===== src/logic/bm_dpram.sv =====
`timescale 1ns/100ps

// simple dual port RAM, one write port and one registered read port
module bm_dpram #(
    parameter type payload_t = logic,
    parameter int  AW        = 4
) (
    input  logic          clk,
    // write port
    input  logic          wr_en,
    input  logic [AW-1:0] wr_addr,
    input  payload_t      wr_data,
    // read port
    input  logic          rd_en,
    input  logic [AW-1:0] rd_addr,
    output payload_t      rd_data
);

    payload_t mem [2**AW];

    always_ff @(posedge clk) begin
        if (wr_en) begin
            mem[wr_addr] <= wr_data;
        end
    end

    // read during write to the same address returns the old word
    always_ff @(posedge clk) begin
        if (rd_en) begin
            rd_data <= mem[rd_addr];
        end
    end

endmodule


===== config.mk =====
export PLATFORM = sky130hd
export DESIGN_NAME = bm_dpram
export DESIGN_NICKNAME = d
export VERILOG_FILES = /design/src/logic/bm_dpram.sv
export SDC_FILE = /design/constraint.sdc
export NUM_CORES = 1
export LEC_CHECK = 0
export ABC_CLOCK_PERIOD_IN_PS = 1300
export BUFFER_PORTS_ARGS = -buffer_cell sky130_fd_sc_hd__buf_2
export CAP_MARGIN = 20
export CORE_UTILIZATION = 30
export CTS_BUF_LIST = sky130_fd_sc_hd__clkbuf_4 sky130_fd_sc_hd__clkbuf_8 sky130_fd_sc_hd__clkbuf_16
export DETAILED_ROUTE_END_ITERATION = 8
export GPL_ROUTABILITY_DRIVEN = 0
export PLACE_DENSITY = 0.6
export SYNTH_ARGS = -nofsm -noshare
export SYNTH_HDL_FRONTEND = slang
export SYNTH_SLANG_ARGS = --single-unit

===== constraint.sdc =====
create_clock -name clk -period 1.3 [get_ports clk]
set_input_delay 0.39 -clock clk [delete_from_list [all_inputs] [get_ports clk]]
set_output_delay 0.39 -clock clk [all_outputs]
set_load 0.1 [all_outputs]

==> impl_metrics.csv <==
group,metric,value,unit
synthesis,ys_types,10,
synthesis,synth.area.mux_share,0.179,
setup_path,crit_type,"flop to flop",
drt,drt_iter0_markers,6,
global_routing,grt.busiest_layer,"met2",
synthesis,seq_area_frac_synth,0.675,
synthesis,ys_ff_latch,17,
setup_path,critPathLaunch,"mem[14]$_DFFE_PP_",
synthesis,yosysTopAreaCellShare,0.675,
synthesis,synth_top_family_by_area,"multiplexers",
setup_path,cpMaxStageDelayCell,"mux4_2",
global_routing,grt_pass1_wl,2240,µm
timing,rsz0062_at_grt,"yes",
pwr,p_per_area,1150,mW/mm²
setup_path,arrival,1.39,ns
pwr,total_power,1.03,mW
global_routing,gr-usage-all-layers,0.122,
global_routing,grt-ovfl-total,0,
floorplanning,num_rows,17,
drt,wl_per_cell,13.5,µm
clock_network,postCtsSetupBuffers,0,
pwr,power.share.clock,0.287,
min_path,timing.hold.worst_path_depth,1,
pwr,p_seq_frac,0.602,
pwr,vdd_drop_max,0.642,mV
timing,period_minus_slack,1.35,ns
status,status,"finished with violations",
setup_path,worst_path_dominant_cell_family,"multiplexers",
timing,hold_viol_final,0,
synthesis,synth-adder-area-share,0,
floorplanning,fp.dieH,52.2,µm
synthesis,synth_area,756,µm²
job,cap_violations,0,
setup_path,start_kind,"flop",
place,port_buffers,12,
final_layout,nets,77,
floorplanning,dieArea,0.00272,mm²
synthesis,synthSimpleGateAreaFrac,0.146,
place,dp_hpwl,943,µm
setup_path,cpMostUsedCell,"mux2i_1",
setup_path,critPathMaxStageDelay,0.47,ns
setup_path,path_depth,3,
final_layout,final_layout_size_suffix_gt1_frac,0.359,
timing,totalNegativeSetupSlack,-0.0501,ns
pwr,p_comb_frac,0.111,
synthesis,synth_area_leaders,"edfxtp_1 (68%), mux4_1 (14%), nor2_1 (6.0%)",
timing,timing.hold.ws,0.303,ns
min_path,hp-start,"rd_en",
drt,drc,0,
floorplanning,initial_core_util,0.329,
floorplanning,core,0.00230,mm²
timing,period_share,1.04,
timing,setup_ws,-0.0501,ns
clock_network,clkTransAtPathRegs,0.09,ns
clock_network,cts_tree,"done",
synthesis,synth_top_cell_by_area,"edfxtp_1",
synthesis,synth_compound_area_frac,0,
global_routing,use_met2,0.190,
setup_path,worstReg2RegEnd,"rd_data$_DFFE_PP_",
timing,worstMarginPinSlew,0.272,ns
clock_network,numCtsBuffers,3,
drt,wl,1240,µm
clock_network,htreeDepth,1,
drt,drtPass1Iterations,3,
global_routing,grt_pass1_vias,497,
setup_path,cp_cell_sequence,"mux4_2 > mux2i_1 > mux2i_1",
setup_path,r2r-start,"mem[14]$_DFFE_PP_",
timing,relSlewSlack,0.817,
min_path,hold_end,"rd_data$_DFFE_PP_",
clock_network,clock_path_buffers,2,
timing,setup_viol,1,
pwr,switching_share,0.218,
global_routing,met1_usage,0.138,
timing,finalClockSkew,0.00283,ns
synthesis,synth_area_per_cell,16.1,µm²
final_layout,antenna_cells,0,
clock_network,insertion_delay,0.29,ns
synthesis,syn_inst,47,
setup_path,end_kind,"flop",
drt,vias_per_cell,4.82,
floorplanning,die_w,52.2,µm
setup_path,critPathBufInv,0,
floorplanning,ioPinCount,13,
timing,maxSlewViolCount,0,
timing,fmax,741,MHz
drt,ant_nets,0,
final_layout,syn_to_final_growth,18.5,%
drt,dr_total_vias,443,
synthesis,yosysWarnings,0,
clock_network,clockRootBuffer,"clkbuf_4",
setup_path,cp_max_fo,1,
clock_network,cts_sinks,17,
setup_path,ff2ff_path_depth,3,
global_routing,grt_use_met3,0.0522,
min_path,hold_class,"input pin to flop",
pwr,leakage,0.308,nW
status,failed_checks,"negative setup slack",
synthesis,synthXorXnorAreaFrac,0,
setup_path,worst_ep_required_time,1.34,ns
global_routing,grt_max_degree,17,
pwr,internal-power,0.808,mW
synthesis,synth_fp_nets,59,
setup_path,regToRegSetupSlack,-0.05,ns
global_routing,antenna_found_initial,0,
final_layout,fillCellCount,225,
pwr,switchingPower,0.225,mW
cell usage after synthesis:
cell type	count
edfxtp_1	17
nor2_1	12
mux4_1	4
nor3_1	4
mux2i_1	3
nand2b_1	2
nand3b_1	2
nand2_1	1
nand3_1	1
or3b_2	1
kinds of logic after synthesis:
family and count (synthesis):
and+or+nand+nor 23, muxes 7, DFF 17
metal layers:
metal	vias up	share of wire
li1	216	-
met1	208	0.43
met2	15	0.48
met3	4	0.060
met4	0	0.022
met5	-	0
through the flow:
stage	util	std cells	area [µm²]	setup slack (ns)
finish	0.390	92	896	-0.0501
detailed placement	0.377	88	866	-0.289
global placement	0.377	88	866	-0.231
global route	0.390	92	896	-0.119
floorplan	-	47	748	-0.0111
CTS	0.390	92	896	-0.0545
cells in the final DEF (no fill, tap or decap):
cell	n
buf_12	1
clkbuf_4	4
or3b_4	1
nor3_2	1
edfxtp_1	17
mux4_2	4
nand2_1	1
nand3_1	1
mux2i_1	3
nor2_1	12
buf_2	11
nand2b_1	2
buf_4	1
nand3b_1	2
nor3_1	3
area by class of cell:
type	instances	area [µm²]	area share
multi-input combinational	30	238	0.265
sequential	17	510	0.570
tap	28	35.0	0.0391
timing repair buffer	13	82.6	0.0922
clock buffer	4	30.0	0.0335
flip-flops by register name (all words and copies together), names as in the netlist:
register  count
mem          16
rd_data       1
worst max path at each step:
stage | end | slack, ns
floorplan | rd_data$_DFFE_PP_ | -0.01
global placement | rd_data$_DFFE_PP_ | -0.23
detailed placement | rd_data$_DFFE_PP_ | -0.29
CTS | rd_data$_DFFE_PP_ | -0.05
global route | rd_data$_DFFE_PP_ | -0.12
finish | rd_data$_DFFE_PP_ | -0.05
power by group through the flow:
stage	logic, mW	clock network (mW)	registers [mW]
6_report	0.115	0.296	0.622
5_1_grt	0.127	0.343	0.623
4_1_cts	0.117	0.317	0.622
3_5_place_dp	0.117	0	0.634
3_3_place_gp	0.114	0	0.635
2_1_floorplan	0.0406	0	0.652
repair_timing:
item,4_1_cts,5_1_grt
gates resized for setup,0,0
hold buffers,0,0
setup endpoints to repair,2,2
Power figures use the tool's default switching activity.
