<file path="src/logic/bm_consts.svh">
`ifndef BM_CONSTS_SVH
`define BM_CONSTS_SVH

// ----------------------------------------------------------------------
// layer shape fields
// ----------------------------------------------------------------------
`define BM_W_SIZE       6   // width / height
`define BM_W_CHANNEL    5   // channel count

// ----------------------------------------------------------------------
// feature map buffers
// ----------------------------------------------------------------------
// 256 words per buffer
`define BM_FM_AW        8
`define BM_FM_DW        32

// ----------------------------------------------------------------------
// filter banks
// ----------------------------------------------------------------------
// 64 kernels per bank
`define BM_FILTER_AW    6
// one 3x3 kernel, one byte per tap
`define BM_KERNEL_BYTES 9
// one bank per AXI byte lane
`define BM_FILTER_LANES 4

`endif

</file>
<file path="src/logic/bm_pkg.sv">
`include "bm_consts.svh"

package bm_pkg;

    // ------------------------------------------------------------------
    // feature map side
    // ------------------------------------------------------------------
    typedef logic [`BM_FM_DW-1:0] fm_word_t;
    typedef logic [`BM_FM_AW-1:0] fm_addr_t;

    // role of a feature buffer in the current layer
    typedef enum logic {
        FM_IFM = 1'b0,  // read side, tap port
        FM_OFM = 1'b1   // write side, post-processor
    } fm_role_t;

    // ------------------------------------------------------------------
    // filter side
    // ------------------------------------------------------------------
    // byte k of the kernel sits at bits 8k+7..8k
    typedef logic [8*`BM_KERNEL_BYTES-1:0] filter_word_t;
    typedef logic [`BM_FILTER_AW-1:0] filter_addr_t;

    // one kernel per bank, index = AXI byte lane
    typedef filter_word_t [`BM_FILTER_LANES-1:0] filter_set_t;

endpackage

</file>
<file path="src/logic/bm_if.sv">
`timescale 1ns/100ps

// ----------------------------------------------------------------------
// control to feature map datapath
// ----------------------------------------------------------------------
interface fm_ctrl_if;

    bm_pkg::fm_role_t buf0_role;    // buffer 1 always holds the other role
    logic             axi_active;   // load in progress, AXI owns buffer 0
    logic             axi_wr_en;
    bm_pkg::fm_addr_t axi_wr_addr;
    bm_pkg::fm_word_t axi_wr_data;

    modport ctrl (
        output buf0_role,
        output axi_active,
        output axi_wr_en,
        output axi_wr_addr,
        output axi_wr_data
    );

    modport datapath (
        input  buf0_role,
        input  axi_active,
        input  axi_wr_en,
        input  axi_wr_addr,
        input  axi_wr_data
    );

endinterface


</file>
<file path="src/logic/bm_ctrl.sv">
`timescale 1ns/100ps
`include "bm_consts.svh"

module bm_ctrl (
    input  logic                     clk,
    input  logic                     rstn,
    input  logic                     q_load_ifm,
    input  logic                     q_load_filter,
    input  bm_pkg::fm_word_t         read_data,
    input  logic                     read_data_vld,
    input  logic                     switch_req,
    output logic                     switch_ack,
    input  logic [`BM_W_SIZE-1:0]    q_width,
    input  logic [`BM_W_SIZE-1:0]    q_height,
    input  logic [`BM_W_CHANNEL-1:0] q_channel_out,
    input  logic                     ofm_wr_en,
    input  bm_pkg::fm_addr_t         ofm_addr,
    output logic                     ofm_done,
    input  logic                     last_write,
    output logic                     filter_load_start,
    output logic                     filter_ready,
    fm_ctrl_if.ctrl                  fm
);

    logic                                  load_ifm_d;
    logic                                  load_filter_d;
    logic                                  ifm_start;
    logic                                  filter_start;
    bm_pkg::fm_role_t                      buf0_role;
    logic                                  axi_active;
    logic                                  axi_wr_en;
    bm_pkg::fm_addr_t                      axi_wr_addr;
    bm_pkg::fm_word_t                      axi_wr_data;
    logic [2*`BM_W_SIZE+`BM_W_CHANNEL-1:0] ofm_words;
    bm_pkg::fm_addr_t                      ofm_last_addr;

    assign ifm_start    = q_load_ifm & ~load_ifm_d;
    assign filter_start = q_load_filter & ~load_filter_d;

    // ------------------------------------------------------------------
    // load edges and filter flags
    // ------------------------------------------------------------------
    always_ff @(posedge clk or negedge rstn) begin
        if (!rstn) begin
            load_ifm_d        <= 1'b0;
            load_filter_d     <= 1'b0;
            filter_load_start <= 1'b0;
            filter_ready      <= 1'b0;
        end else begin
            load_ifm_d        <= q_load_ifm;
            load_filter_d     <= q_load_filter;
            filter_load_start <= filter_start;   // packer restarts one cycle later
            if (filter_start)
                filter_ready <= 1'b0;           // new load wins over a late last write
            else if (last_write)
                filter_ready <= 1'b1;
        end
    end

    // ------------------------------------------------------------------
    // layer switch, four-phase req/ack
    // ------------------------------------------------------------------
    always_ff @(posedge clk or negedge rstn) begin
        if (!rstn) begin
            buf0_role  <= bm_pkg::FM_IFM;
            switch_ack <= 1'b0;
        end else if (switch_req && !switch_ack) begin
            buf0_role  <= (buf0_role == bm_pkg::FM_IFM) ? bm_pkg::FM_OFM : bm_pkg::FM_IFM;
            switch_ack <= 1'b1;
        end else if (!switch_req) begin
            switch_ack <= 1'b0;
        end
    end

    // ------------------------------------------------------------------
    // AXI append into buffer 0
    // ------------------------------------------------------------------
    always_ff @(posedge clk or negedge rstn) begin
        if (!rstn) begin
            axi_active  <= 1'b0;
            axi_wr_en   <= 1'b0;
            axi_wr_addr <= '0;
        end else begin
            axi_active <= q_load_ifm;
            axi_wr_en  <= q_load_ifm & read_data_vld;
            if (ifm_start)
                axi_wr_addr <= '0;
            else if (axi_wr_en)
                axi_wr_addr <= axi_wr_addr + 1'b1;   // step after each write
        end
    end

    always_ff @(posedge clk) begin
        axi_wr_data <= read_data;
    end

    assign fm.buf0_role   = buf0_role;
    assign fm.axi_active  = axi_active;
    assign fm.axi_wr_en   = axi_wr_en;
    assign fm.axi_wr_addr = axi_wr_addr;
    assign fm.axi_wr_data = axi_wr_data;

    // last OFM word of the layer, w * h * c_out - 1
    assign ofm_words     = q_width * q_height * q_channel_out;
    assign ofm_last_addr = bm_pkg::fm_addr_t'(ofm_words - 1'b1);
    assign ofm_done      = ofm_wr_en && (ofm_addr == ofm_last_addr);

endmodule

</file>
<file path="src/flat_wrapper.sv">
// flat-port wrapper written by rule: the top's interface ports become plain ports
module bm_ctrl_flat 
  (clk, rstn, q_load_ifm, q_load_filter, read_data, read_data_vld, switch_req, switch_ack, q_width, q_height, q_channel_out, ofm_wr_en, ofm_addr, ofm_done, last_write, filter_load_start, filter_ready, fm_buf0_role, fm_axi_active, fm_axi_wr_en, fm_axi_wr_addr, fm_axi_wr_data);
  fm_ctrl_if fm_i ();
  input  logic clk;
  input  logic rstn;
  input  logic q_load_ifm;
  input  logic q_load_filter;
  input  bm_pkg::fm_word_t read_data;
  input  logic read_data_vld;
  input  logic switch_req;
  output logic switch_ack;
  input  logic [`BM_W_SIZE-1:0] q_width;
  input  logic [`BM_W_SIZE-1:0] q_height;
  input  logic [`BM_W_CHANNEL-1:0] q_channel_out;
  input  logic ofm_wr_en;
  input  bm_pkg::fm_addr_t ofm_addr;
  output logic ofm_done;
  input  logic last_write;
  output logic filter_load_start;
  output logic filter_ready;
  output wire logic [$bits(fm_i.buf0_role)-1:0] fm_buf0_role;
  output wire logic [$bits(fm_i.axi_active)-1:0] fm_axi_active;
  output wire logic [$bits(fm_i.axi_wr_en)-1:0] fm_axi_wr_en;
  output wire logic [$bits(fm_i.axi_wr_addr)-1:0] fm_axi_wr_addr;
  output wire logic [$bits(fm_i.axi_wr_data)-1:0] fm_axi_wr_data;
  assign fm_buf0_role = fm_i.buf0_role;
  assign fm_axi_active = fm_i.axi_active;
  assign fm_axi_wr_en = fm_i.axi_wr_en;
  assign fm_axi_wr_addr = fm_i.axi_wr_addr;
  assign fm_axi_wr_data = fm_i.axi_wr_data;
  bm_ctrl u_core (.clk(clk), .rstn(rstn), .q_load_ifm(q_load_ifm), .q_load_filter(q_load_filter), .read_data(read_data), .read_data_vld(read_data_vld), .switch_req(switch_req), .switch_ack(switch_ack), .q_width(q_width), .q_height(q_height), .q_channel_out(q_channel_out), .ofm_wr_en(ofm_wr_en), .ofm_addr(ofm_addr), .ofm_done(ofm_done), .last_write(last_write), .filter_load_start(filter_load_start), .filter_ready(filter_ready), .fm(fm_i));
endmodule
</file>
<file path="config.mk">
export PLATFORM = sky130hd
export DESIGN_NAME = bm_ctrl_flat
export DESIGN_NICKNAME = d
export VERILOG_FILES = /design/src/logic/bm_pkg.sv /design/src/logic/bm_if.sv /design/src/logic/bm_ctrl.sv /design/src/flat_wrapper.sv
export VERILOG_INCLUDE_DIRS = /design/src /design/src/logic
export SDC_FILE = /design/constraint.sdc
export NUM_CORES = 1
export LEC_CHECK = 0
export ABC_AREA = 1
export BUFFER_PORTS_ARGS = -buffer_cell sky130_fd_sc_hd__buf_2
export CAP_MARGIN = 25
export CELL_PAD_IN_SITES_DETAIL_PLACEMENT = 0
export CELL_PAD_IN_SITES_GLOBAL_PLACEMENT = 1
export CORE_MARGIN = 4
export CORE_UTILIZATION = 32
export DETAILED_ROUTE_END_ITERATION = 12
export GPL_TIMING_DRIVEN = 0
export PLACE_DENSITY = 0.73
export SLEW_MARGIN = 20
export SYNTH_ARGS = -nofsm -noshare
export SYNTH_HDL_FRONTEND = slang
export SYNTH_SLANG_ARGS = --single-unit
</file>
<file path="constraint.sdc">
create_clock -name clk -period 5.7 [get_ports clk]
set_input_delay 0.285 -clock clk [delete_from_list [all_inputs] [get_ports clk]]
set_output_delay 0.285 -clock clk [all_outputs]
set_load 0.02 [all_outputs]
</file>
==> results_dict.tcl <==
set metrics [dict create \
    r2r_slack_ps 4200 \
    dieArea_sq_um 11300 \
    async_flop_share 0.319 \
    arrival_ps 5390 \
    muxShareOfSynthArea 0 \
    largest_reg_flops 32 \
    cp_max_fo 6 \
    syn_avg_cell_area_sq_um 8.00 \
    vdd_drop_max_uv 205 \
    yosysUniqueCellTypes 28 \
    ys_warn_count 0 \
    synth_edf_count 0 \
    ys_ff_latch 47 \
    firstDrtPassIters 4 \
    p_leak_nw 2.30 \
    cts_buffers 5 \
    syn_to_final_growth_pct 34.4 \
    worstMarginPinSlew_ps 354 \
    viasPerCell 4.30 \
    end_kind "output pin" \
    max_slew_margin 0.764 \
    cp.depth 24 \
    min_period_ps 5670 \
    drt_drc_violations_left 0 \
    num_rows 35 \
    synthSimpleGateAreaFrac 0.232 \
    finalClockSkew_ps 0.950 \
    cts_max_level 2 \
    core_area_sq_um 9330 \
    io-pin-count 112 \
    crit_type "in2out" \
    dp_hpwl_um 6110 \
    drt_iter0_drc 82 \
    whs_path_depth 1 \
    slowest_delay_ps 560 \
    clock_sinks 47 \
    synth_ff_type "dfxtp_1" \
    die_h_um 106 \
    synth_top_family_by_area "adder cells" \
    timing.hold.ws_ps 86.0 \
    startpoint_type "input pin" \
    antenna_found_initial 0 \
    clk_latency_ps 290 \
    synthAdderAreaFrac 0.262 \
    initial_core_util 0.331 \
    largestRegisters "u_core.fm.axi_wr_data: 32 flops, u_core.fm.axi_wr_addr: 8 flops" \
    gp_congestion 0.780 \
    grt_pass1_wl_um 12700 \
    drive_gt1_frac 0.326 \
    critical-path-top-delay-family "adder cells" \
    grt_usage 0.136 \
    n_antenna_cell 0 \
    wl_per_cell_um 11.3 \
    synth_area_leaders "dfxtp_1, fa_1, nand2_1" \
    hp-class "in2reg" \
    clk_pin_slew_ps 80 \
    drt_wl_total_um 7230 \
    synth_area_sq_um 3090 \
    rr_worst_depth 6 \
    setup_viol 0 \
    required_ps 5410 \
    rsz0062_at_grt "yes" \
    synth.top_cell.area_share 0.207 \
    fmax_ghz 0.176 \
    ys_top_cells_by_count "nand2_1, inv_1, dfxtp_1" \
    seq_area_frac_synth 0.329 \
    critical-path-slowest-cell "fa_1" \
    grt_pass1_vias 2844 \
    vias 2746 \
    cp_num_buf_inv 4 \
    port_buffers 110 \
    synth_most_common_cell "nand2_1" \
    cp_cell_sequence "buf_12, nand2_4, fa_1, fa_1, fa_1, inv_2, ha_4, a21oi_2, nand2_2, xor2_2, nand2_1, fa_1, fa_1, fa_1, inv_2, ha_4, xor2_1, xor2_1, nor3_2, nand2_1, nor2_2, o21ai_2, nor2_2, buf_6" \
    synth-xor-area-share 0.0284 \
    path_common_cell "fa_1" \
    cts.path.max_buffers 2 \
    layout.nets 622 \
    outcome "complete, no violations" \
    cap_violations 0 \
    power_density_nw_per_um2 382 \
    synth_nets 500 \
    timing.final.crit_share 0.995 \
    yosysTopAreaCell "dfxtp_1" \
    root_buffer "clkbuf_8" \
    netlist_instances 386 \
    grt_overflow_total 0 \
    cts_tree "done" \
    antenna_left 0 \
    die_x_um 106 \
    total_power_mw 1.58 \
    maxSlewViolCount 0 \
    top_register "u_core.fm.axi_wr_data" \
    hold_viol_final 0 \
    synth_compound_area_frac 0.0377 \
    grt_max_degree 16 \
]
==> through the flow <==
stage / TNS [ps] / utilization / setup WS [ps] / cell area, sq um / cells
final: 0 / 0.445 / 27.9 / 4150 / 638
after CTS: -120 / 0.433 / -120 / 4040 / 635
after floorplan: 0 / - / 16.7 / 3090 / 386
after global placement: -489 / 0.408 / -489 / 3800 / 625
after global routing: -256 / 0.445 / -256 / 4150 / 638
after detailed placement: -515 / 0.408 / -515 / 3800 / 625
==> area by class of cell <==
type | count | area, sq um
flip-flops and latches | 47 | 1020
plain buffers | 2 | 15.0
clock inverters | 1 | 8.76
fillers | 962 | 5180
multi-input cells | 249 | 1860
well taps | 129 | 161
inverters | 88 | 330
repair buffers | 115 | 671
clock buffers | 7 | 86.3
==> layer usage <==
layer	GRT usage	vias to the layer above	part of all wire
met1	0.161	1257	0.41
met2	0.234	83	0.49
met3	0.0461	7	0.089
met5	0	-	0
li1	-	1399	-
met4	0.0389	0	0.0097
==> power breakdown <==
| part | switching (mW) | leakage (nW) | internal (mW) |
|---|---|---|---|
| Sequential | 0.00948 | 0.462 | 0.351 |
| Clock | 0.104 | 0.0484 | 0.0993 |
| Combinational | 0.560 | 1.79 | 0.460 |
| Total | 0.674 | 2.30 | 0.910 |
==> layout by cell type (no fill, tap or decap), types with 6 or more instances in the layout <==
cell,count
nand3_1,26
fa_1,25
nand2_1,94
nand2_2,16
buf_2,98
a21oi_1,7
buf_6,7
clkbuf_8,6
inv_1,78
dfrtp_1,15
ha_1,17
o21ai_0,7
inv_2,8
nor2_1,19
buf_4,7
dfxtp_1,32
==> timing repair <==
item,in CTS,in global routing
gates cloned,0,0
hold buffers,1,0
setup buffers,1,3
pin swaps,23,26
resized for setup,31,28
setup endpoints to repair,1,1
hold endpoints to repair,15,0
==> kinds of logic (layout without fill, tap and decap cells) <==
kind of cell / Yosys count / in the layout
AO/OA/AOI/OAI: 22 / 22
adder cells (fa/ha/maj): 49 / 49
XOR/XNOR: 10 / 10
AND/OR/NAND/NOR: 168 / 168
buffers and inverters: 90 / 213
flip-flops: 47 / 47
==> final timing paths <==
path	endpoint	startpoint
max reg2reg	u_core.fm.axi_wr_addr[7]$_DFFE_PN0P_	u_core.fm.axi_wr_en$_DFF_PN0_
min in group asynchronous	u_core.fm.axi_wr_addr[6]$_DFFE_PN0P_	rstn
min reg2reg	u_core.filter_load_start$_DFF_PN0_	u_core.load_filter_d$_DFF_PN0_
min	u_core.fm.axi_wr_data[7]$_DFF_P_	read_data[7]
max in group asynchronous	u_core.fm.axi_wr_addr[7]$_DFFE_PN0P_	rstn
max	ofm_done	q_height[1]
Power figures use the tool's default switching activity.
