<file path="config.mk">
export PLATFORM = sky130hd
export DESIGN_NAME = filter_packer_flat
export DESIGN_NICKNAME = d
export VERILOG_FILES = /design/src/logic/bm_pkg.sv /design/src/logic/bm_if.sv /design/src/logic/filter_packer.sv /design/src/flat_wrapper.sv
export VERILOG_INCLUDE_DIRS = /design/src /design/src/logic
export SDC_FILE = /design/constraint.sdc
export NUM_CORES = 1
export LEC_CHECK = 0
export BUFFER_PORTS_ARGS = -buffer_cell sky130_fd_sc_hd__buf_4
export CORE_MARGIN = 2
export CORE_UTILIZATION = 55
export DETAILED_ROUTE_END_ITERATION = 16
export PLACE_DENSITY_LB_ADDON = 0.3
export SYNTH_ARGS = -nofsm -noshare
export SYNTH_HDL_FRONTEND = slang
export SYNTH_SLANG_ARGS = --single-unit
export TNS_END_PERCENT = 10
</file>
<file path="constraint.sdc">
create_clock -name clk -period 10.33 [get_ports clk]
set_input_delay 2.5825 -clock clk [delete_from_list [all_inputs] [get_ports clk]]
set_output_delay 2.5825 -clock clk [all_outputs]
set_load 0.01 [all_outputs]
</file>
<file path="src/logic/bm_consts.svh">
`ifndef BM_CONSTS_SVH
`define BM_CONSTS_SVH

// ----------------------------------------------------------------------
// layer shape fields
// ----------------------------------------------------------------------
`define BM_W_SIZE       6   // width / height
`define BM_W_CHANNEL    5   // channel count

// ----------------------------------------------------------------------
// feature map buffers
// ----------------------------------------------------------------------
// 256 words per buffer
`define BM_FM_AW        8
`define BM_FM_DW        32

// ----------------------------------------------------------------------
// filter banks
// ----------------------------------------------------------------------
// 64 kernels per bank
`define BM_FILTER_AW    6
// one 3x3 kernel, one byte per tap
`define BM_KERNEL_BYTES 9
// one bank per AXI byte lane
`define BM_FILTER_LANES 4

`endif

</file>
<file path="src/logic/bm_pkg.sv">
`include "bm_consts.svh"

package bm_pkg;

    // ------------------------------------------------------------------
    // feature map side
    // ------------------------------------------------------------------
    typedef logic [`BM_FM_DW-1:0] fm_word_t;
    typedef logic [`BM_FM_AW-1:0] fm_addr_t;

    // role of a feature buffer in the current layer
    typedef enum logic {
        FM_IFM = 1'b0,  // read side, tap port
        FM_OFM = 1'b1   // write side, post-processor
    } fm_role_t;

    // ------------------------------------------------------------------
    // filter side
    // ------------------------------------------------------------------
    // byte k of the kernel sits at bits 8k+7..8k
    typedef logic [8*`BM_KERNEL_BYTES-1:0] filter_word_t;
    typedef logic [`BM_FILTER_AW-1:0] filter_addr_t;

    // one kernel per bank, index = AXI byte lane
    typedef filter_word_t [`BM_FILTER_LANES-1:0] filter_set_t;

endpackage

</file>
<file path="src/logic/bm_if.sv">


// ----------------------------------------------------------------------
// packer to filter banks, one shared address for all lanes
// ----------------------------------------------------------------------
interface filter_wr_if;

    logic                 wr_en;
    bm_pkg::filter_addr_t wr_addr;
    bm_pkg::filter_set_t  wr_data;

    modport packer (output wr_en, output wr_addr, output wr_data);
    modport bank   (input  wr_en, input  wr_addr, input  wr_data);

endinterface

</file>
<file path="src/logic/filter_packer.sv">
`timescale 1ns/100ps
`include "bm_consts.svh"

module filter_packer (
    input  logic                     clk,
    input  logic                     rstn,
    input  logic                     q_load_filter,
    input  logic [`BM_W_CHANNEL-1:0] q_channel,
    input  bm_pkg::fm_word_t         read_data,
    input  logic                     read_data_vld,
    input  logic                     filter_load_start,
    output logic                     last_write,
    filter_wr_if.packer              fw
);

    logic [3:0]           kpos;        // byte position inside the kernel
    logic [3:0]           kpos_use;
    logic                 word_vld;
    logic                 kcommit;     // ninth byte taken this cycle
    logic                 kcommit_d;
    bm_pkg::filter_addr_t wr_addr;
    bm_pkg::filter_addr_t last_addr;
    bm_pkg::filter_set_t  kernel_acc;

    // ------------------------------------------------------------------
    // byte position
    // ------------------------------------------------------------------
    // the source sends the first word no earlier than the start pulse,
    // a word on the start pulse is byte 0
    assign word_vld  = q_load_filter & read_data_vld;
    assign kpos_use  = filter_load_start ? 4'd0 : kpos;
    assign kcommit   = word_vld && (kpos_use == 4'(`BM_KERNEL_BYTES - 1));

    // 4 kernels per input channel
    assign last_addr = bm_pkg::filter_addr_t'(`BM_FILTER_LANES * q_channel - 1);

    always_ff @(posedge clk or negedge rstn) begin
        if (!rstn) begin
            kpos      <= 4'd0;
            kcommit_d <= 1'b0;
            wr_addr   <= '0;
        end else begin
            kcommit_d <= kcommit;

            if (word_vld)
                kpos <= kcommit ? 4'd0 : kpos_use + 4'd1;
            else if (filter_load_start)
                kpos <= 4'd0;

            // wrapping kernel address, steps on each bank write
            if (filter_load_start)
                wr_addr <= '0;
            else if (kcommit_d)
                wr_addr <= (wr_addr == last_addr) ? '0 : wr_addr + 1'b1;
        end
    end

    // ------------------------------------------------------------------
    // kernel accumulators, lane j of the word goes to bank j
    // ------------------------------------------------------------------
    always_ff @(posedge clk) begin
        if (word_vld) begin
            for (int j = 0; j < `BM_FILTER_LANES; j++) begin
                kernel_acc[j][8*kpos_use +: 8] <= read_data[8*j +: 8];
            end
        end
    end

    // ------------------------------------------------------------------
    // bank write, one cycle after the commit
    // ------------------------------------------------------------------
    // byte 0 of the next kernel lands at the same edge, the write sees the old set
    assign fw.wr_en   = kcommit_d;
    assign fw.wr_addr = wr_addr;
    assign fw.wr_data = kernel_acc;

    assign last_write = kcommit_d && (wr_addr == last_addr);

endmodule

</file>
<file path="src/flat_wrapper.sv">
// flat-port wrapper written by rule: the top's interface ports become plain ports
module filter_packer_flat 
  (clk, rstn, q_load_filter, q_channel, read_data, read_data_vld, filter_load_start, last_write, fw_wr_en, fw_wr_addr, fw_wr_data);
  filter_wr_if fw_i ();
  input  logic clk;
  input  logic rstn;
  input  logic q_load_filter;
  input  logic [`BM_W_CHANNEL-1:0] q_channel;
  input  bm_pkg::fm_word_t read_data;
  input  logic read_data_vld;
  input  logic filter_load_start;
  output logic last_write;
  output wire logic [$bits(fw_i.wr_en)-1:0] fw_wr_en;
  output wire logic [$bits(fw_i.wr_addr)-1:0] fw_wr_addr;
  output wire logic [$bits(fw_i.wr_data)-1:0] fw_wr_data;
  assign fw_wr_en = fw_i.wr_en;
  assign fw_wr_addr = fw_i.wr_addr;
  assign fw_wr_data = fw_i.wr_data;
  filter_packer u_core (.clk(clk), .rstn(rstn), .q_load_filter(q_load_filter), .q_channel(q_channel), .read_data(read_data), .read_data_vld(read_data_vld), .filter_load_start(filter_load_start), .last_write(last_write), .fw(fw_i));
endmodule
</file>
==> results of run 1 <==
-- worst max-delay path: cells and delay by family --
| kind | cells | cell delay [ns] |
|---|---|---|
| xor+xnor | 1 | 0.28 |
| fa+ha+maj | 1 | 0.20 |
| simple gates | 2 | 0.56 |
| buf+inv | 3 | 0.29 |
-- per-layer routing --
| layer | routed length, um | track usage |
|---|---|---|
| met4 | 930 | 0.0848 |
| met1 | 11200 | 0.344 |
| met2 | 15000 | 0.451 |
| met3 | 2680 | 0.0537 |
| met5 | 0 | 0 |
-- placed cells by master (no fill, tap or decap), types with 2 or more instances in the layout --
| master | Yosys | layout |
|---|---|---|
| o221ai_1 | 2 | 2 |
| nand2_1 | 10 | 10 |
| xor2_1 | 4 | 4 |
| dfrtp_1 | 11 | 11 |
| nor3_4 | 2 | 4 |
| nor2b_1 | 3 | 3 |
| clkinv_1 | 1 | 5 |
| nand3_1 | 2 | 2 |
| buf_4 | 0 | 348 |
| nor3_2 | 2 | 4 |
| a21oi_1 | 3 | 3 |
| clkinv_2 | 0 | 6 |
| xnor2_1 | 3 | 3 |
| ha_1 | 5 | 5 |
| nand2b_1 | 3 | 3 |
| edfxtp_1 | 288 | 288 |
| nor3_1 | 11 | 7 |
| nand4_1 | 4 | 4 |
| clkbuf_1 | 10 | 9 |
| clkbuf_8 | 0 | 2 |
| nor2_1 | 10 | 5 |
| clkbuf_16 | 0 | 29 |
| nor2_4 | 4 | 8 |
| and2_1 | 289 | 289 |
| o21ai_0 | 8 | 8 |
| inv_1 | 7 | 7 |
-- logic make-up after synthesis --
| logic type | Yosys count | synth area share |
|---|---|---|
| AO/OA/AOI/OAI | 19 | 0.0102 |
| XOR/XNOR | 9 | 0.00958 |
| adder cells (fa/ha/maj) | 5 | 0.00538 |
| buffers and inverters | 39 | 0.0179 |
| flip-flops | 299 | 0.767 |
| AND/OR/NAND/NOR | 352 | 0.190 |
-- through the flow --
stage               area [um2]  setup WS (ns)   util  instances  hold WS (ns)
floorplan                11600           3.09      -        723         0.621
global placement         14500           3.88  0.693       1316         0.595
global route             15400           3.74  0.736       1370         0.645
CTS                      15400           3.83  0.736       1370         0.614
detailed placement       14500           3.84  0.693       1316         0.599
finish                   15400           3.83  0.736       1371         0.610
-- registers in the layout, indices dropped and copies added (netlist names) --
register           count
u_core.fw.wr_en        1
u_core.kpos            4
u_core.fw.wr_addr      6
u_core.fw.wr_data    288
-- where the power goes --
group          switching, mW  internal (mW)  leakage, nW
sequential           0.00281           1.32         2.36
clock                  0.432          0.557        0.435
combinational         0.0527         0.0328         2.71
-- worst max path at each step --
stage | start | endpoint | slack, ns | cells after the start
2_1_floorplan | filter_load_start | u_core.fw.wr_data[0] | 3.09 | 6
4_1_cts | q_channel[0] | last_write | 3.83 | 7
6_report | q_channel[0] | last_write | 3.83 | 7
3_5_place_dp | q_channel[0] | last_write | 3.84 | 7
3_3_place_gp | q_channel[0] | last_write | 3.88 | 7
5_1_grt | q_channel[0] | last_write | 3.74 | 7
-- cell type report --
| type | count | area share |
|---|---|---|
| inverter | 9 | 0.00220 |
| clock buffer | 40 | 0.0512 |
| clock inverter | 14 | 0.00651 |
| antenna | 1 | 0.000163 |
| multi-input combinational | 385 | 0.167 |
| timing repair buffer | 348 | 0.170 |
| tap | 275 | 0.0224 |
| sequential | 299 | 0.580 |
==> flow_summary.toml, run 1 <==
[timing]
setup_tns_ns = 0
fmax_ghz = 0.154
drv_slew = 0
rsz0062_at_grt = "no"
finalCritPeriodShare = 0.630
slew_headroom = 0.179
hold_violations = 0
period_minus_slack_ns = 6.50
finalClockSkew_ns = 0.0127
finalSetupViolCount = 0
tightest_slew_ns = 1.22

[synthesis]
yosysMostFrequentCell = "and2_1"
synthCells = 723
synth_edf_count = 288
syn_area_um2 = 11600
yosysUniqueCellTypes = 46
ys_seq_area_frac = 0.767
ys.flop_type = "edfxtp_1"
ys_top_cells_by_area = "edfxtp_1 (74%), and2_1 (16%), dfrtp_1 (2.4%), buf_6 (0.58%), ha_1 (0.54%)"
synth_top_cell_by_area = "edfxtp_1"
ys.warnings.count = 0
ys_ff_latch = 299
synth_async_sr_flop_share = 0.0368
synth_area_per_cell_um2 = 16.1
synth_top_area_share = 0.744
ys_top_cells_by_count = "and2_1 (289), edfxtp_1 (288), clkbuf_2 (12)"
synthesis.nets = 770

[clocking]
cts_hold_buffers = 0
cts_tree = "done"
clk_latency_ns = 0.54
clk_path_buf_depth = 3
numCtsBuffers = 29
path_clk_slew_ns = 0.06
ctsResizeCount = 0
cts_max_level = 1
cts_root_buffer = "clkbuf_16"
cts_setup_buffers = 0
clock_sinks = 299

[global_routing]
grt_pass1_wl_um = 42900
grt_pass1_vias = 6766
grtUsageTotal = 0.265
overflow = 0
antenna_found_initial = 0
grt_max_degree = 33

[layout]
regArea_um2 = 8920
multi_input_comb_area_um2 = 2570
drive_above_1_share = 0.378
fillers = 1290
synthToLayoutAreaGrowth_pct = 32.2
fin_nets = 1119

[detailed_routing]
ant_nets = 0
vias = 7026
viasPerCell = 5.12
drt_iter0_drc = 490
drt-pass1-iter-count = 4
totalWireLength_um = 29800
drcViolationCount = 0
wl_per_cell_um = 21.7

[floorplan]
die_x_um = 149
coreArea_um2 = 20900
die_height_um = 149
rows = 53
dieArea_um2 = 22300
io_pins = 338
start_util = 0.557

[worst_setup_path]
start_kind = "input pin"
reg2reg_from = "u_core.kpos[3]"
worstPathMaxFanout = 4
ff2ff_path_depth = 8
cp-end-kind = "output pin"
r2r_slack_ns = 6.52
crit_chain = "buf_4 > inv_1 > ha_1 > xnor3_1 > and4_1 > and3b_1 > buf_4"
crit_top_cell = "buf_4"
crit_type = "in -> out"
r2r-end = "u_core.fw.wr_data[70]"
cp_data_required_time_ns = 7.75
cpPeakStageDelay_ns = 0.28
cp.arrival_ns = 3.92
crit_slowest_cell = "xnor3_1"

[placement]
portBuffers = 336
dp_hpwl_um = 19800
place.gp.congestion = 0.831

[pwr]
ir_worst_vdd_uv = 166
power_density_nw_per_um2 = 156
p_total_mw = 2.40
power.leakage_nw = 5.51

[min_path]
hold_depth = 2
min_to = "u_core.fw.wr_addr[5]"
hold_class = "reg -> reg"
hold_path.startpoint = "u_core.fw.wr_addr[5]"

[job]
max_cap_violations = 0

[run_status]
run_status = "completed"
Note: power is estimated with default switching activity, not from simulation.
==> run 2: changes to the inputs <==
ABC_AREA = 1   (was default)
CORE_UTILIZATION = 47   (was 55)
clock period = 5.69 ns   (was 10.33 ns; I/O delays follow)
==> flow_summary.toml, run 2 <==
[placement]
dp_hpwl_um = 22100
portBuffers = 336
place.gp.congestion = 0.872
place_ws_ns = 0.825

[timing]
drv_slew = 0
finalCritPeriodShare = 0.738
rsz0062_at_grt = "no"
fin_ws_ns = 1.49
finalClockSkew_ns = 0.00966
slew_headroom = 0.204
setup_tns_ns = 0
hold_violations = 0
fmax_ghz = 0.238
tightest_slew_ns = 1.19
period_minus_slack_ns = 4.20
finalSetupViolCount = 0

[worst_setup_path]
start_kind = "input pin"
ff2ff_path_depth = 10
cp.buffers_inverters = 7
crit_slowest_cell = "nor3_2"
path_delay_family = "simple AND/OR/NAND/NOR gates"
worstPathMaxFanout = 18
crit_chain = "buf_4 > inv_2 > nand2_2 > clkinv_1 > buf_4 > nor3_1 > ha_1 > inv_1 > nand3_2 > buf_4 > nor3_2 > buf_4"
cp_data_required_time_ns = 5.93
cp-end-kind = "register"
cp.arrival_ns = 4.44
path_depth = 12
crit_type = "in -> reg"
cpPeakStageDelay_ns = 0.94
crit_top_cell = "buf_4"

[synthesis]
synth_top_cell_by_area = "edfxtp_1"
ys.warnings.count = 0
synth_area_per_cell_um2 = 12.6
ys.flop_type = "edfxtp_1"
synth_edf_count = 288
ys_top_cells_by_count = "nor2_1 (308), edfxtp_1 (288), nand2_1 (187)"
synth_async_sr_flop_share = 0.0368
synthCells = 924
yosysUniqueCellTypes = 28
synthesis.nets = 971
ys_ff_latch = 299
yosysMostFrequentCell = "nor2_1"
synth_top_area_share = 0.742
ys_top_cells_by_area = "edfxtp_1 (74%), nor2_1 (9.9%), nand2_1 (6.0%), dfrtp_1 (2.4%), buf_6 (1.6%)"
ys_seq_area_frac = 0.766
syn_area_um2 = 11700

[global_routing]
grt_pass1_wl_um = 48100
overflow = 0
antenna_found_initial = 0
grtUsageTotal = 0.246
grt_max_degree = 66
grt_pass1_vias = 7964

[layout]
final_common_cell = "buf_4"
fin_nets = 1306
largest_reg_flops = 288
diodes = 0
final_cell_mix = "buf_4 (348), nor2_1 (299), edfxtp_1 (288)"
fillers = 1886
multi_input_comb_area_um2 = 2380
regArea_um2 = 8920
drive_above_1_share = 0.327
synthToLayoutAreaGrowth_pct = 32.4

[detailed_routing]
wl_met2_um = 15200
drt-pass1-iter-count = 7
wl_met3_um = 3570
dr.max_layer_used = "met4"
drt_iter0_drc = 656
drcViolationCount = 0
wl_met1_um = 13200
wl_per_cell_um = 20.4
totalWireLength_um = 32900
viasPerCell = 5.14
ant_nets = 0
vias = 8257

[floorplan]
io_pins = 338
start_util = 0.479
rows = 57
coreArea_um2 = 24300
dieArea_um2 = 26100
die_x_um = 161
die_height_um = 161

[clocking]
cts_root_buffer = "clkbuf_16"
clock_sinks = 299
cts_tree = "done"
cts_setup_buffers = 0
cts_max_level = 1
clk_latency_ns = 0.56
clk_path_buf_depth = 3
numCtsBuffers = 30
ctsResizeCount = 0
path_clk_slew_ns = 0.06
cts_hold_buffers = 0

[pwr]
power_density_nw_per_um2 = 299
power.leakage_nw = 4.96
ir_worst_vdd_uv = 272

[run_status]
run_status = "completed"

[min_path]
hold_class = "reg -> reg"
hold_depth = 2

[job]
max_cap_violations = 0
==> run 2: changes by cell type in the layout (fill, tap and decap cells not counted), sizes merged, moves of 7 or more <==
| cell | previous run | this run |
|---|---|---|
| inv | 9 | 21 |
| and2 | 289 | 0 |
| nor2 | 14 | 313 |
| o21ai | 8 | 1 |
| nor3 | 15 | 3 |
| nand3 | 2 | 25 |
| nand2 | 10 | 193 |
==> run 2: final timing paths <==
kind	endpoint	slack, ns	from
worst max register to register	u_core.fw.wr_data[72]	2.15	u_core.kpos[0]
worst max-delay path	u_core.fw.wr_data[72]	1.49	filter_load_start
worst min register to register	u_core.fw.wr_addr[1]	0.56	u_core.fw.wr_addr[1]
max in group asynchronous	u_core.fw.wr_en	4.85	rstn
worst min-delay path	u_core.fw.wr_addr[1]	0.56	u_core.fw.wr_addr[1]
min in group asynchronous	u_core.fw.wr_addr[1]	0.70	rstn
==> run 2: cell families after synthesis <==
group                    share of synthesized area
AND/OR/NAND/NOR                              0.186
AO/OA/AOI/OAI                              0.00140
XOR/XNOR                                   0.00451
adder cells (fa/ha/maj)                    0.00537
flip-flops                                   0.766
buffers and inverters                       0.0369
==> run 2: worst reg2reg max path: stages (launching register included) <==
cell,delay [ns]
dfrtp_1,0.39
nand2_2,0.22
clkinv_1,0.10
buf_4,0.21
nor3_1,0.18
ha_1,0.31
inv_1,0.19
nand3_2,0.09
buf_4,0.20
nor3_2,0.94
buf_4,0.41
==> run 2: where the power goes <==
group,leakage (nW),switching [mW],internal [mW]
registers,2.22,0.00433,2.40
clock network,0.478,0.806,1.17
logic,2.26,0.167,0.0664
total,4.96,0.978,3.64
==> run 2: layout make-up <==
type	count	area share
flip-flops and latches	299	0.578
repair buffers	349	0.171
multi-input cells	556	0.155
clock buffers	37	0.0517
well taps	324	0.0263
clock inverters	19	0.0126
inverters	23	0.00576
==> run 2: metrics by stage <==
step | instances | power [mW] | hold WS, ns | instance area (um2) | utilization
floorplan | 924 | 2.58 | 0.552 | 11700 | -
global placement | 1551 | 2.68 | 0.525 | 14400 | 0.594
detailed placement | 1551 | 2.69 | 0.539 | 14400 | 0.594
CTS | 1607 | 4.63 | 0.558 | 15400 | 0.634
global route | 1607 | 4.73 | 0.588 | 15400 | 0.634
finish | 1607 | 4.62 | 0.563 | 15400 | 0.634
==> run 2: layer usage <==
| layer | vias to the layer above | global-route usage |
|---|---|---|
| met1 | 3974 | 0.336 |
| met5 | - | 0 |
| li1 | 3764 | - |
| met2 | 455 | 0.391 |
| met3 | 64 | 0.0675 |
| met4 | 0 | 0.0706 |
